`src/include/rosc_defines.svh`:
```
// Build-time constants of the entropy source, included by RTL and testbench
`ifndef ROSC_DEFINES_SVH
`define ROSC_DEFINES_SVH

// ------------------------------------------------------------
// Oscillator bank
// ------------------------------------------------------------

// Toggle flops per group
// Two groups, so the bank holds twice this many
`define ROSC_NUM_OSC 16

// ------------------------------------------------------------
// Sampler
// ------------------------------------------------------------

// Cycles between the two samples of one round, 16-bit word
// Each sample phase lasts this plus one cycle
// A full round is twice this plus three cycles
`define ROSC_SAMPLE_RATE 16'h1000

// ------------------------------------------------------------
// Register map, 8-bit Wishbone addresses
// ------------------------------------------------------------

// Status word, ready flag and kept-bit count
`define ROSC_ADDR_STATUS 8'h09

// Entropy word, a read clears the ready flag
`define ROSC_ADDR_ENTROPY 8'h20

`endif

```
`src/source/rosc_wb_pkg.sv`:
```
// Wishbone classic bus types shared by the register block, top level and testbench
`default_nettype none

package rosc_wb_pkg;

  // ------------------------------------------------------------
  // Master to slave
  // ------------------------------------------------------------

  // Held steady by the master until ack
  typedef struct packed {
    // Bus cycle in progress
    logic        cyc;
    // Strobe for this transfer
    logic        stb;
    // Write when set, read otherwise
    logic        we;
    // Byte-wide register address
    logic [7:0]  adr;
    // Write data
    logic [31:0] dat;
  } wb_req_t;

  // ------------------------------------------------------------
  // Slave to master
  // ------------------------------------------------------------

  typedef struct packed {
    // Single-cycle acknowledge
    logic        ack;
    // Read data, valid with ack
    logic [31:0] dat;
  } wb_rsp_t;

endpackage

`default_nettype wire

```
`src/source/rosc_entropy_pkg.sv`:
```
// Entropy path types shared by the oscillator bank, sampler and register block
`default_nettype none

package rosc_entropy_pkg;

  // Sampler phases, one round is sample1, sample2, decide
  typedef enum logic [1:0] {
    state_sample1 = 2'd0,
    state_sample2 = 2'd1,
    state_decide  = 2'd2
  } rosc_state_e;

  // Group parities from the oscillator bank
  typedef struct packed {
    logic f;
    logic g;
  } osc_parity_t;

  // Sampler result as seen by the register block
  typedef struct packed {
    // Kept bits, newest in bit 0
    logic [31:0] entropy;
    // Set on each 32nd kept bit
    logic        data_ready;
    // Kept bits since the last wrap
    logic [4:0]  bit_count;
  } sampler_out_t;

  // Read word, one 32-bit value seen two ways
  typedef union packed {
    // Whole word, used for the entropy register
    logic [31:0] raw;
    // Status register layout
    struct packed {
      logic [25:0] reserved;
      logic [4:0]  bit_count;
      logic        ready;
    } status;
  } rd_word_u;

endpackage

`default_nettype wire

```
`src/source/rosc_osc_bank.sv`:
```
// Clocked jitter model of the two ring oscillator groups, instantiated once by the top
`timescale 1ns/10ps
`default_nettype none
`include "rosc_defines.svh"

module rosc_osc_bank
  import rosc_entropy_pkg::*;
(
  input  wire         clk,
  input  wire         cycle_ctr_rst,
  output osc_parity_t parity
);

  // ------------------------------------------------------------
  // Free-running LFSR
  // ------------------------------------------------------------

  // Taps 32, 22, 2, 1 for a maximal length sequence
  logic [31:0] lfsr;
  logic        lfsr_fb;

  assign lfsr_fb = lfsr[31] ^ lfsr[21] ^ lfsr[1] ^ lfsr[0];

  always_ff @(posedge clk) begin
    if (cycle_ctr_rst) begin
      // Any nonzero seed works
      lfsr <= 32'hace1_2d5b;
    end else begin
      lfsr <= {lfsr[30:0], lfsr_fb};
    end
  end

  // ------------------------------------------------------------
  // Toggle flop banks
  // ------------------------------------------------------------

  // One flop per oscillator, each enabled by its own tap
  logic [`ROSC_NUM_OSC-1:0] osc_f;
  logic [`ROSC_NUM_OSC-1:0] osc_g;

  always_ff @(posedge clk) begin
    if (cycle_ctr_rst) begin
      osc_f <= '0;
      osc_g <= '0;
    end else begin
      // Group f on the low taps, group g on the taps above
      osc_f <= osc_f ^ lfsr[`ROSC_NUM_OSC-1:0];
      osc_g <= osc_g ^ lfsr[2*`ROSC_NUM_OSC-1:`ROSC_NUM_OSC];
    end
  end

  // Group parity, as the XOR of the inverter outputs in hardware
  assign parity = '{f: ^osc_f, g: ^osc_g};

endmodule

`default_nettype wire

```
`src/source/rosc_sampler.sv`:
```
// Double-sampling debias stage that builds 32-bit entropy words, driven by the oscillator bank
`timescale 1ns/10ps
`default_nettype none
`include "rosc_defines.svh"

module rosc_sampler
  import rosc_entropy_pkg::*;
(
  input  wire              clk,
  input  wire              cycle_ctr_rst,
  input  wire osc_parity_t parity,
  input  wire              entropy_taken,
  output sampler_out_t     result
);

  // ------------------------------------------------------------
  // Declarations
  // ------------------------------------------------------------

  // Sample period counter
  logic [15:0] cycle_ctr;
  logic        cycle_ctr_done;
  logic        cycle_ctr_clr;

  // Round FSM
  rosc_state_e state;
  rosc_state_e state_next;

  // Two samples per group, older one in bit 1
  logic [1:0]  sample_f;
  logic [1:0]  sample_g;
  logic        sample_shift;

  // Debias result of the decide cycle
  logic        keep_bit;
  logic        new_bit;

  // Output word, count and flag
  logic [31:0] entropy;
  logic [4:0]  bit_count;
  logic        data_ready;
  logic        ready_set;

  // ------------------------------------------------------------
  // Period counter and FSM
  // ------------------------------------------------------------

  assign cycle_ctr_done = (cycle_ctr == `ROSC_SAMPLE_RATE);
  // Held at zero through decide so each sample phase gets rate+1 cycles
  assign cycle_ctr_clr  = cycle_ctr_done || (state == state_decide);
  assign sample_shift   = cycle_ctr_done &&
                          ((state == state_sample1) || (state == state_sample2));

  always_comb begin
    state_next = state;
    case (state)
      state_sample1: if (cycle_ctr_done) state_next = state_sample2;
      state_sample2: if (cycle_ctr_done) state_next = state_decide;
      state_decide:  state_next = state_sample1;
      // Unused encoding, restart the round
      default:       state_next = state_sample1;
    endcase
  end

  // ------------------------------------------------------------
  // Debias
  // ------------------------------------------------------------

  // Keep only when the two sample pairs disagree
  assign keep_bit  = (state == state_decide) && ((^sample_f) != (^sample_g));
  assign new_bit   = ^sample_g;
  // 32nd kept bit, bit_count wraps on the same edge
  assign ready_set = keep_bit && (bit_count == 5'd31);

  // Both groups sampled at the end of each sample phase
  always_ff @(posedge clk) begin
    if (sample_shift) begin
      sample_f <= {sample_f[0], parity.f};
      sample_g <= {sample_g[0], parity.g};
    end
  end

  always_ff @(posedge clk) begin
    if (cycle_ctr_rst) begin
      cycle_ctr  <= '0;
      state      <= state_sample1;
      entropy    <= '0;
      bit_count  <= '0;
      data_ready <= 1'b0;
    end else begin
      cycle_ctr <= cycle_ctr_clr ? 16'd0 : cycle_ctr + 16'd1;
      state     <= state_next;
      // Unread words keep shifting, no back-pressure
      if (keep_bit) begin
        entropy   <= {entropy[30:0], new_bit};
        bit_count <= bit_count + 5'd1;
      end
      // Set wins over a clear in the same cycle
      if (ready_set) begin
        data_ready <= 1'b1;
      end else if (entropy_taken) begin
        data_ready <= 1'b0;
      end
    end
  end

  assign result = '{entropy: entropy, data_ready: data_ready, bit_count: bit_count};

endmodule

`default_nettype wire

```
`src/source/rosc_wb_regs.sv`:
```
// Wishbone classic register block giving status and entropy reads, instantiated by the top
`timescale 1ns/10ps
`default_nettype none
`include "rosc_defines.svh"

module rosc_wb_regs
  import rosc_wb_pkg::*;
  import rosc_entropy_pkg::*;
(
  input  wire               clk,
  input  wire               cycle_ctr_rst,
  input  wire wb_req_t      wb_req,
  output wb_rsp_t           wb_rsp,
  input  wire sampler_out_t result,
  output logic              entropy_taken
);

  // ------------------------------------------------------------
  // Access detect
  // ------------------------------------------------------------

  logic        ack_q;
  logic        bus_access;
  logic        entropy_rd;
  logic [31:0] rd_data_q;
  rd_word_u    rd_word;

  // New access only while ack is low, so ack lasts one cycle
  assign bus_access = wb_req.cyc && wb_req.stb && !ack_q;
  assign entropy_rd = bus_access && !wb_req.we && (wb_req.adr == `ROSC_ADDR_ENTROPY);

  // ------------------------------------------------------------
  // Read decode
  // ------------------------------------------------------------

  always_comb begin
    rd_word.raw = '0;
    // Writes return zero and are dropped
    if (!wb_req.we) begin
      case (wb_req.adr)
        `ROSC_ADDR_STATUS: begin
          rd_word.status.reserved  = '0;
          rd_word.status.bit_count = result.bit_count;
          rd_word.status.ready     = result.data_ready;
        end
        `ROSC_ADDR_ENTROPY: rd_word.raw = result.entropy;
        default: rd_word.raw = '0;
      endcase
    end
  end

  // ------------------------------------------------------------
  // Response registers
  // ------------------------------------------------------------

  always_ff @(posedge clk) begin
    if (cycle_ctr_rst) begin
      ack_q         <= 1'b0;
      entropy_taken <= 1'b0;
    end else begin
      ack_q         <= bus_access;
      // Lines up with the ack of the entropy read
      entropy_taken <= entropy_rd;
    end
  end

  // Read word captured as the access starts, presented with ack
  always_ff @(posedge clk) begin
    if (bus_access) begin
      rd_data_q <= rd_word.raw;
    end
  end

  assign wb_rsp = '{ack: ack_q, dat: rd_data_q};

endmodule

`default_nettype wire

```
`src/source/rosc_entropy_top.sv`:
```
// Top level of the ring oscillator entropy source, the DUT of the testbench
`timescale 1ns/10ps
`default_nettype none

module rosc_entropy_top
  import rosc_wb_pkg::*;
  import rosc_entropy_pkg::*;
(
  input  wire          clk,
  input  wire          cycle_ctr_rst,
  input  wire wb_req_t wb_req,
  output wb_rsp_t      wb_rsp
);

  // ------------------------------------------------------------
  // Internal nets
  // ------------------------------------------------------------

  // Group parities, bank to sampler
  osc_parity_t  parity;
  // Word, flag and count, sampler to registers
  sampler_out_t result;
  // Entropy read done, registers back to sampler
  logic         entropy_taken;

  // ------------------------------------------------------------
  // Blocks
  // ------------------------------------------------------------

  rosc_osc_bank rosc_osc_bank_i (
    .clk           (clk),
    .cycle_ctr_rst (cycle_ctr_rst),
    .parity        (parity)
  );

  rosc_sampler rosc_sampler_i (
    .clk           (clk),
    .cycle_ctr_rst (cycle_ctr_rst),
    .parity        (parity),
    .entropy_taken (entropy_taken),
    .result        (result)
  );

  rosc_wb_regs rosc_wb_regs_i (
    .clk           (clk),
    .cycle_ctr_rst (cycle_ctr_rst),
    .wb_req        (wb_req),
    .wb_rsp        (wb_rsp),
    .result        (result),
    .entropy_taken (entropy_taken)
  );

endmodule

`default_nettype wire

```
`config.mk`:
```
export PLATFORM = sky130hd
export DESIGN_NAME = rosc_entropy_top
export DESIGN_NICKNAME = d
export VERILOG_FILES = /design/src/source/rosc_wb_pkg.sv /design/src/source/rosc_entropy_pkg.sv /design/src/source/rosc_osc_bank.sv /design/src/source/rosc_sampler.sv /design/src/source/rosc_wb_regs.sv /design/src/source/rosc_entropy_top.sv
export VERILOG_INCLUDE_DIRS = /design/src /design/src/include
export SDC_FILE = /design/constraint.sdc
export NUM_CORES = 1
export LEC_CHECK = 0
export ABC_AREA = 1
export ABC_CLOCK_PERIOD_IN_PS = 12800
export BUFFER_PORTS_ARGS = -buffer_cell sky130_fd_sc_hd__buf_2
export CORE_UTILIZATION = 39
export CTS_BUF_LIST = sky130_fd_sc_hd__clkbuf_2 sky130_fd_sc_hd__clkbuf_4 sky130_fd_sc_hd__clkbuf_8
export DETAILED_ROUTE_END_ITERATION = 6
export GPL_ROUTABILITY_DRIVEN = 0
export PLACE_DENSITY = 0.6
export SYNTH_ARGS = -nofsm -noshare
export SYNTH_HDL_FRONTEND = slang
export SYNTH_SLANG_ARGS = --single-unit
```
`constraint.sdc`:
```
create_clock -name clk -period 12.8 [get_ports clk]
set_clock_uncertainty 0.1 [all_clocks]
set_input_delay 3.84 -clock clk [delete_from_list [all_inputs] [get_ports clk]]
set_output_delay 3.84 -clock clk [all_outputs]
set_load 0.005 [all_outputs]
```
==> results of run 1 <==
[power by group through the flow]
stage	logic (W)	registers, W	clock network (W)
finish	0.0000990	0.000551	0.000425
global route	0.000118	0.000555	0.000463
CTS	0.000101	0.000551	0.000440
detailed placement	0.000101	0.000563	0
global placement	0.0000983	0.000562	0
floorplan	0.0000799	0.000560	0
[per-stage QoR]
step	hold WS, ns	setup slack (ns)	instance area [um2]	std cells
detailed placement	0.310	7.25	7020	1074
global route	0.350	7.64	7490	1106
floorplan	0.301	6.06	6630	828
CTS	0.330	7.73	7490	1106
global placement	0.313	7.29	7020	1074
finish	0.329	7.75	7490	1106
[cell families (layout without fill, tap and decap cells)]
logic type | Yosys count | in the layout | share of synthesized area
AOI/OAI and AO/OA | 49 | 49 | 0.0372
xor gates and xnor gates | 48 | 48 | 0.0634
and+or+nand+nor | 434 | 434 | 0.275
buffers and inverters | 135 | 193 | 0.0853
DFF | 158 | 158 | 0.531
adders and majority gates | 4 | 4 | 0.00755
[worst paths after layout]
kind / start / endpoint / slack [ns] / depth (start not counted)
setup / recovery: wb_req[36] / rosc_wb_regs_i.rd_data_q[3] / 7.75 / 6
setup reg to reg: rosc_sampler_i.sample_g[1] / rosc_sampler_i.bit_count[1] / 10.65 / 7
hold / removal: rosc_osc_bank_i.lfsr[30] / rosc_osc_bank_i.lfsr[31] / 0.33 / 2
hold reg to reg: rosc_osc_bank_i.lfsr[30] / rosc_osc_bank_i.lfsr[31] / 0.33 / 2
[per-layer routing]
| layer | up-vias | share of wire | global-route usage |
|---|---|---|---|
| met4 | 0 | 0.0078 | 0.0498 |
| met2 | 60 | 0.48 | 0.220 |
| met3 | 7 | 0.030 | 0.0415 |
| met1 | 2092 | 0.49 | 0.159 |
| li1 | 2610 | - | - |
| met5 | - | 0 | 0 |
[final cells by class]
type / instances / area share
clock buffers: 19 / 0.0349
inverters: 112 / 0.0561
well taps: 220 / 0.0367
clock inverters: 13 / 0.0279
flip-flops and latches: 158 / 0.470
multi-input cells: 535 / 0.340
repair buffers: 49 / 0.0341
[cells in the final DEF (no fill, tap or decap), drive strengths merged]
cell type    n
o21ai       20
clkinv       5
nand4       14
edfxtp      36
nor4b        1
buf         49
clkbuf      19
ha           4
nor3b        1
or2          9
bufinv       5
a31oi        1
nand3       15
xor2        16
dfxtp      122
nor3         9
nor2       167
a21oi       28
xnor2       32
inv        113
nand2      218
clkinvlp     2
[registers in the layout, summed over array words and instances (netlist names)]
signal,cells
rosc_wb_regs_i.ack_q,1
rosc_sampler_i.bit_count,5
rosc_osc_bank_i.osc_g,16
rosc_wb_regs_i.rd_data_q,32
rosc_sampler_i.state,2
rosc_sampler_i.entropy,32
rosc_osc_bank_i.lfsr,32
rosc_sampler_i.sample_g,2
rosc_sampler_i.cycle_ctr,16
rosc_sampler_i.sample_f,2
rosc_wb_regs_i.entropy_taken,1
rosc_osc_bank_i.osc_f,16
rosc_sampler_i.data_ready,1
[critical path: cells and delay by family]
kind | cells | cell delay (ns)
compound gates | 1 | 0.32
buf+inv | 2 | 0.43
simple gates | 3 | 0.62
==> metrics, run 1 <==
Synth top cells by count nand2_1 (216), nor2_1 (153), dfxtp_1 (122), inv_1 (109), edfxtp_1 (36); n_diodes 0; initial antenna violation count 0; Routed WL 10500 um; power share of the clock group 0.396; max-slew violation count 0; drt pass-1 iters 4; mapped cell area around 0.0066 mm2; Crit-path slowest cell inv_2; Area Growth Syn to Fin 13.0%; FFs w/ async S/R, synth 0; Initial Util 0.400; fillers ~1700; top fanout value on the critical path 29; Worst-Margin Slew 0.787 ns; Yosys reg bits 158; wire per inst roughly 9.5 um; sequential cell area 0.00352 mm2; most common cell in the netlist nand2_1; # Post-CTS Setup Buffers 0; Final Hold Vio Count 0; WP data arrival about 5.2 ns; die width approximately 130 um; clock buffer depth 2; FMAX 0.198 GHz; GRT overflow 0; depth of the CTS H-tree 4; NetSw between 0.0002 and 0.0003 W; post-CTS sizing 0; FP Rows 47; vias in the first global route between 4000 and 5000; Max Cap Viol 0; syn avg cell area between 8 and 9 um2; largest net degree at the start of global routing 56; power per cell area between 100 and 150 mW/mm2; number of flops mapped to enable cells by yosys 36; die area 0.0175 mm2; Post-Syn Nets 877; Final Util 0.452; Flop pwr share 0.512; clk_lat worst skew about 0.44 ns; share of layout cells above drive strength 1 0.123; Logic pwr share 0.092; Worst Setup Start Kind input port; drt initial violations 221; Tmin final roughly 5 ns; switch share 0.238; critical-path cell list buf_2 > nor2_1 > nand4_1 > nor2_2 > inv_2 > o21ai_0; gr usage total 0.132; Int Power approximately 0.0008 W; DRC 0; # hold bufs at CTS 0; Die H 132 um; outcome finished, final reports clean; clock transition at the registers of the reported paths around 0.09 ns; Final ANT Viol Nets 0; RSZ-0062 raised after global routing no; Synth Instances 828; ranking of synthesized cells by area dfxtp_1 (37%), edfxtp_1 (16%), nand2_1 (12%); Post-DP HPWL about 6900 um; first-pass GRT wire length around 19000 um; VDD IR max about 0.08 mV; Synth warnings 0; Synth area leader dfxtp_1; commonest register cell after synthesis dfxtp_1; PortBufs 45; post-synthesis sequential area ratio 0.531; Max stage delay on crit path roughly 0.34 ns; Yosys top cell area share 0.368; Period Utilization, post-route 0.394; # clock sinks about 160; num ports 78; Power Total ~0.0011 W; multi-input logic area between 0.002 and 0.003 mm2; TritonCTS clock tree done; total CTS buffers 17; setup violators final 0; crit path kind input port to register; WP data required between 10 and 15 ns; Netlist cell types 31; Worst setup EP type register; Core ar. roughly 0.017 mm2; Rel. slew slack 0.474; Hold Path Class register to register; setup tns final 0 ns; Clock Tree Root clkbuf_8; Static Leakage 3.38 nW; total number of vias roughly 4800; Vias per Instance 4.31; Nets 922
No activity file was read; power rests on OpenSTA's default activity.
==> run 2: changes to the inputs <==
- ABC_CLOCK_PERIOD_IN_PS: 12800 -> 5000
- clock period: 12.8 -> 5 ns (I/O delays scaled with it)
==> metrics, run 2 (synthesis gave the netlist of run 1 again) <==
WP data arrival 3.08 ns (was 5.21 ns); TritonCTS clock tree done (unchanged); vias in the first global route 4249 (was 4336); final std cells w/o fill 1106 (unchanged); Post-DP HPWL 6870 um (was 6940 um); VDD IR max 0.186 mV (was 0.0790 mV); Vias per Instance 4.32 (was 4.31); Tmin final roughly 2.8 ns; Rel. slew slack 0.301 (was 0.474); power share of the clock group 0.355 (was 0.396); switch share 0.269 (was 0.238); Die H 132 um (unchanged); # clock sinks 158 (unchanged); depth of the CTS H-tree 4 (unchanged); Initial Util 0.400 (unchanged); PortBufs 45 (unchanged); post-CTS sizing 0 (unchanged); Int Power 0.00189 W (was 0.000819 W); clock buffer depth 2 (unchanged); most common cell after layout, fill and taps aside nand2_1 (unchanged); DRC 0 (unchanged); most frequent cells in the layout nand2_1 (216), nor2_1 (153), dfxtp_1 (122) (unchanged); share of layout cells above drive strength 1 0.124 (was 0.123); total CTS buffers 17 (unchanged); drt initial violations 195 (was 221); Final ANT Viol Nets 0 (unchanged); Period Utilization, post-route 0.565; die area 0.0175 mm2 (unchanged); max-slew violation count 0 (unchanged); largest net degree at the start of global routing 66 (was 56); crit path kind input port to register (unchanged); RSZ-0062 raised after global routing no (unchanged); wire per inst 9.32 um (was 9.50 um); setup violators final 0 (unchanged); NetSw 0.000696 W (was 0.000256 W); Inst Count DP 1074 (unchanged); GRT overflow 0 (unchanged); first-pass GRT wire length 18100 um (was 18800 um); fillers 1698 (was 1672); Area Growth Syn to Fin 11.7% (was 13.0%); top fanout value on the critical path 33 (was 29); Final Hold Vio Count 0 (unchanged); Nets 922 (unchanged); outcome finished, final reports clean (unchanged); n_diodes 0 (unchanged); initial antenna violation count 0 (unchanged); Static Leakage 3.35 nW (was 3.38 nW); FP Rows 47 (unchanged); setup tns final 0 ns (unchanged); gr usage total 0.127 (was 0.132); Hold Path Class register to register (unchanged); clock transition at the registers of the reported paths 0.09 ns (about the same); Worst-Margin Slew 1.04 ns (was 0.787 ns); Routed WL 10300 um (was 10500 um); Power Total 0.00258 W (was 0.00108 W); drt pass-1 iters 4 (unchanged); num ports 78 (unchanged); # hold bufs at CTS 0 (unchanged); # Post-CTS Setup Buffers 0 (unchanged); Core ar. 0.0166 mm2 (unchanged); die width 132 um (unchanged); Worst Setup Start Kind input port (unchanged); FMAX between 0.3 and 0.4 GHz; Worst setup EP type register (unchanged); largest registers rosc_osc_bank_i.lfsr x32, rosc_sampler_i.entropy x32, rosc_wb_regs_i.rd_data_q x32 (unchanged); Clock Tree Root clkbuf_8 (unchanged); Logic pwr share 0.099 (was 0.092); Flop pwr share 0.546 (was 0.512); power per cell area 348 mW/mm2 (was 143 mW/mm2); clk_lat worst skew 0.45 ns (was 0.44 ns); Max Cap Viol 0 (unchanged); total number of vias 4773 (was 4769); WP data required 5.25 ns (was 12.96 ns)
-- run 2: cell count changes in the layout (fill, tap and decap cells not counted), sizes merged --
| cell | change |
|---|---|
| clkinv | +1 |
| clkinvlp | -1 |
| bufinv | -4 |
| clkbuf | -2 |
| inv | +6 |
-- run 2: power by group through the flow --
stage	Sequential [W]	Clock, W	Combinational [W]
4_1_cts	0.00141	0.000954	0.000259
5_1_grt	0.00142	0.00101	0.000302
2_1_floorplan	0.00143	0	0.000204
3_5_place_dp	0.00144	0	0.000258
3_3_place_gp	0.00144	0	0.000253
6_report	0.00141	0.000917	0.000254
-- run 2: per-layer routing --
metal | part of all wire | vias to the layer above | GRT usage
li1 | - | 2612 | -
met1 | 0.50 | 2102 | 0.149
met2 | 0.46 | 45 | 0.216
met3 | 0.028 | 14 | 0.0392
met4 | 0.014 | 0 | 0.0517
met5 | 0 | - | 0
-- run 2: worst max-delay path: stages --
cell and delay, ns:
buf_2 0.09, clkinv_1 0.79, buf_4 0.54, nand2_1 0.10, nor2_1 0.04
-- run 2: stage by stage --
stage	setup slack, ns	hold slack (ns)	cell area, um2	util
after floorplan	0.602	0.301	6630	-
after global placement	1.67	0.313	7020	0.423
after detailed placement	1.69	0.316	7020	0.423
after CTS	2.19	0.338	7410	0.447
after global routing	2.05	0.361	7410	0.447
final	2.17	0.333	7410	0.447
-- run 2: path summary, 6_finish.rpt --
check	slack [ns]	startpoint	depth (start not counted)	endpoint
hold / removal	0.33	rosc_osc_bank_i.lfsr[9]	2	rosc_osc_bank_i.lfsr[10]
setup / recovery	2.17	cycle_ctr_rst	5	rosc_sampler_i.entropy[22]
hold reg to reg	0.33	rosc_osc_bank_i.lfsr[9]	2	rosc_osc_bank_i.lfsr[10]
setup reg to reg	3.05	rosc_sampler_i.sample_g[0]	7	rosc_sampler_i.bit_count[4]
-- run 2: cell type report --
type                            instances  area (um2)  share of cell area
Sequential cell                       158        3520               0.476
Tap cell                              220         275              0.0372
Multi-Input combinational cell        535        2550               0.344
Clock buffer                           17         234              0.0316
Inverter                              112         420              0.0567
Clock inverter                         15         153              0.0206
Timing Repair Buffer                   49         255              0.0345
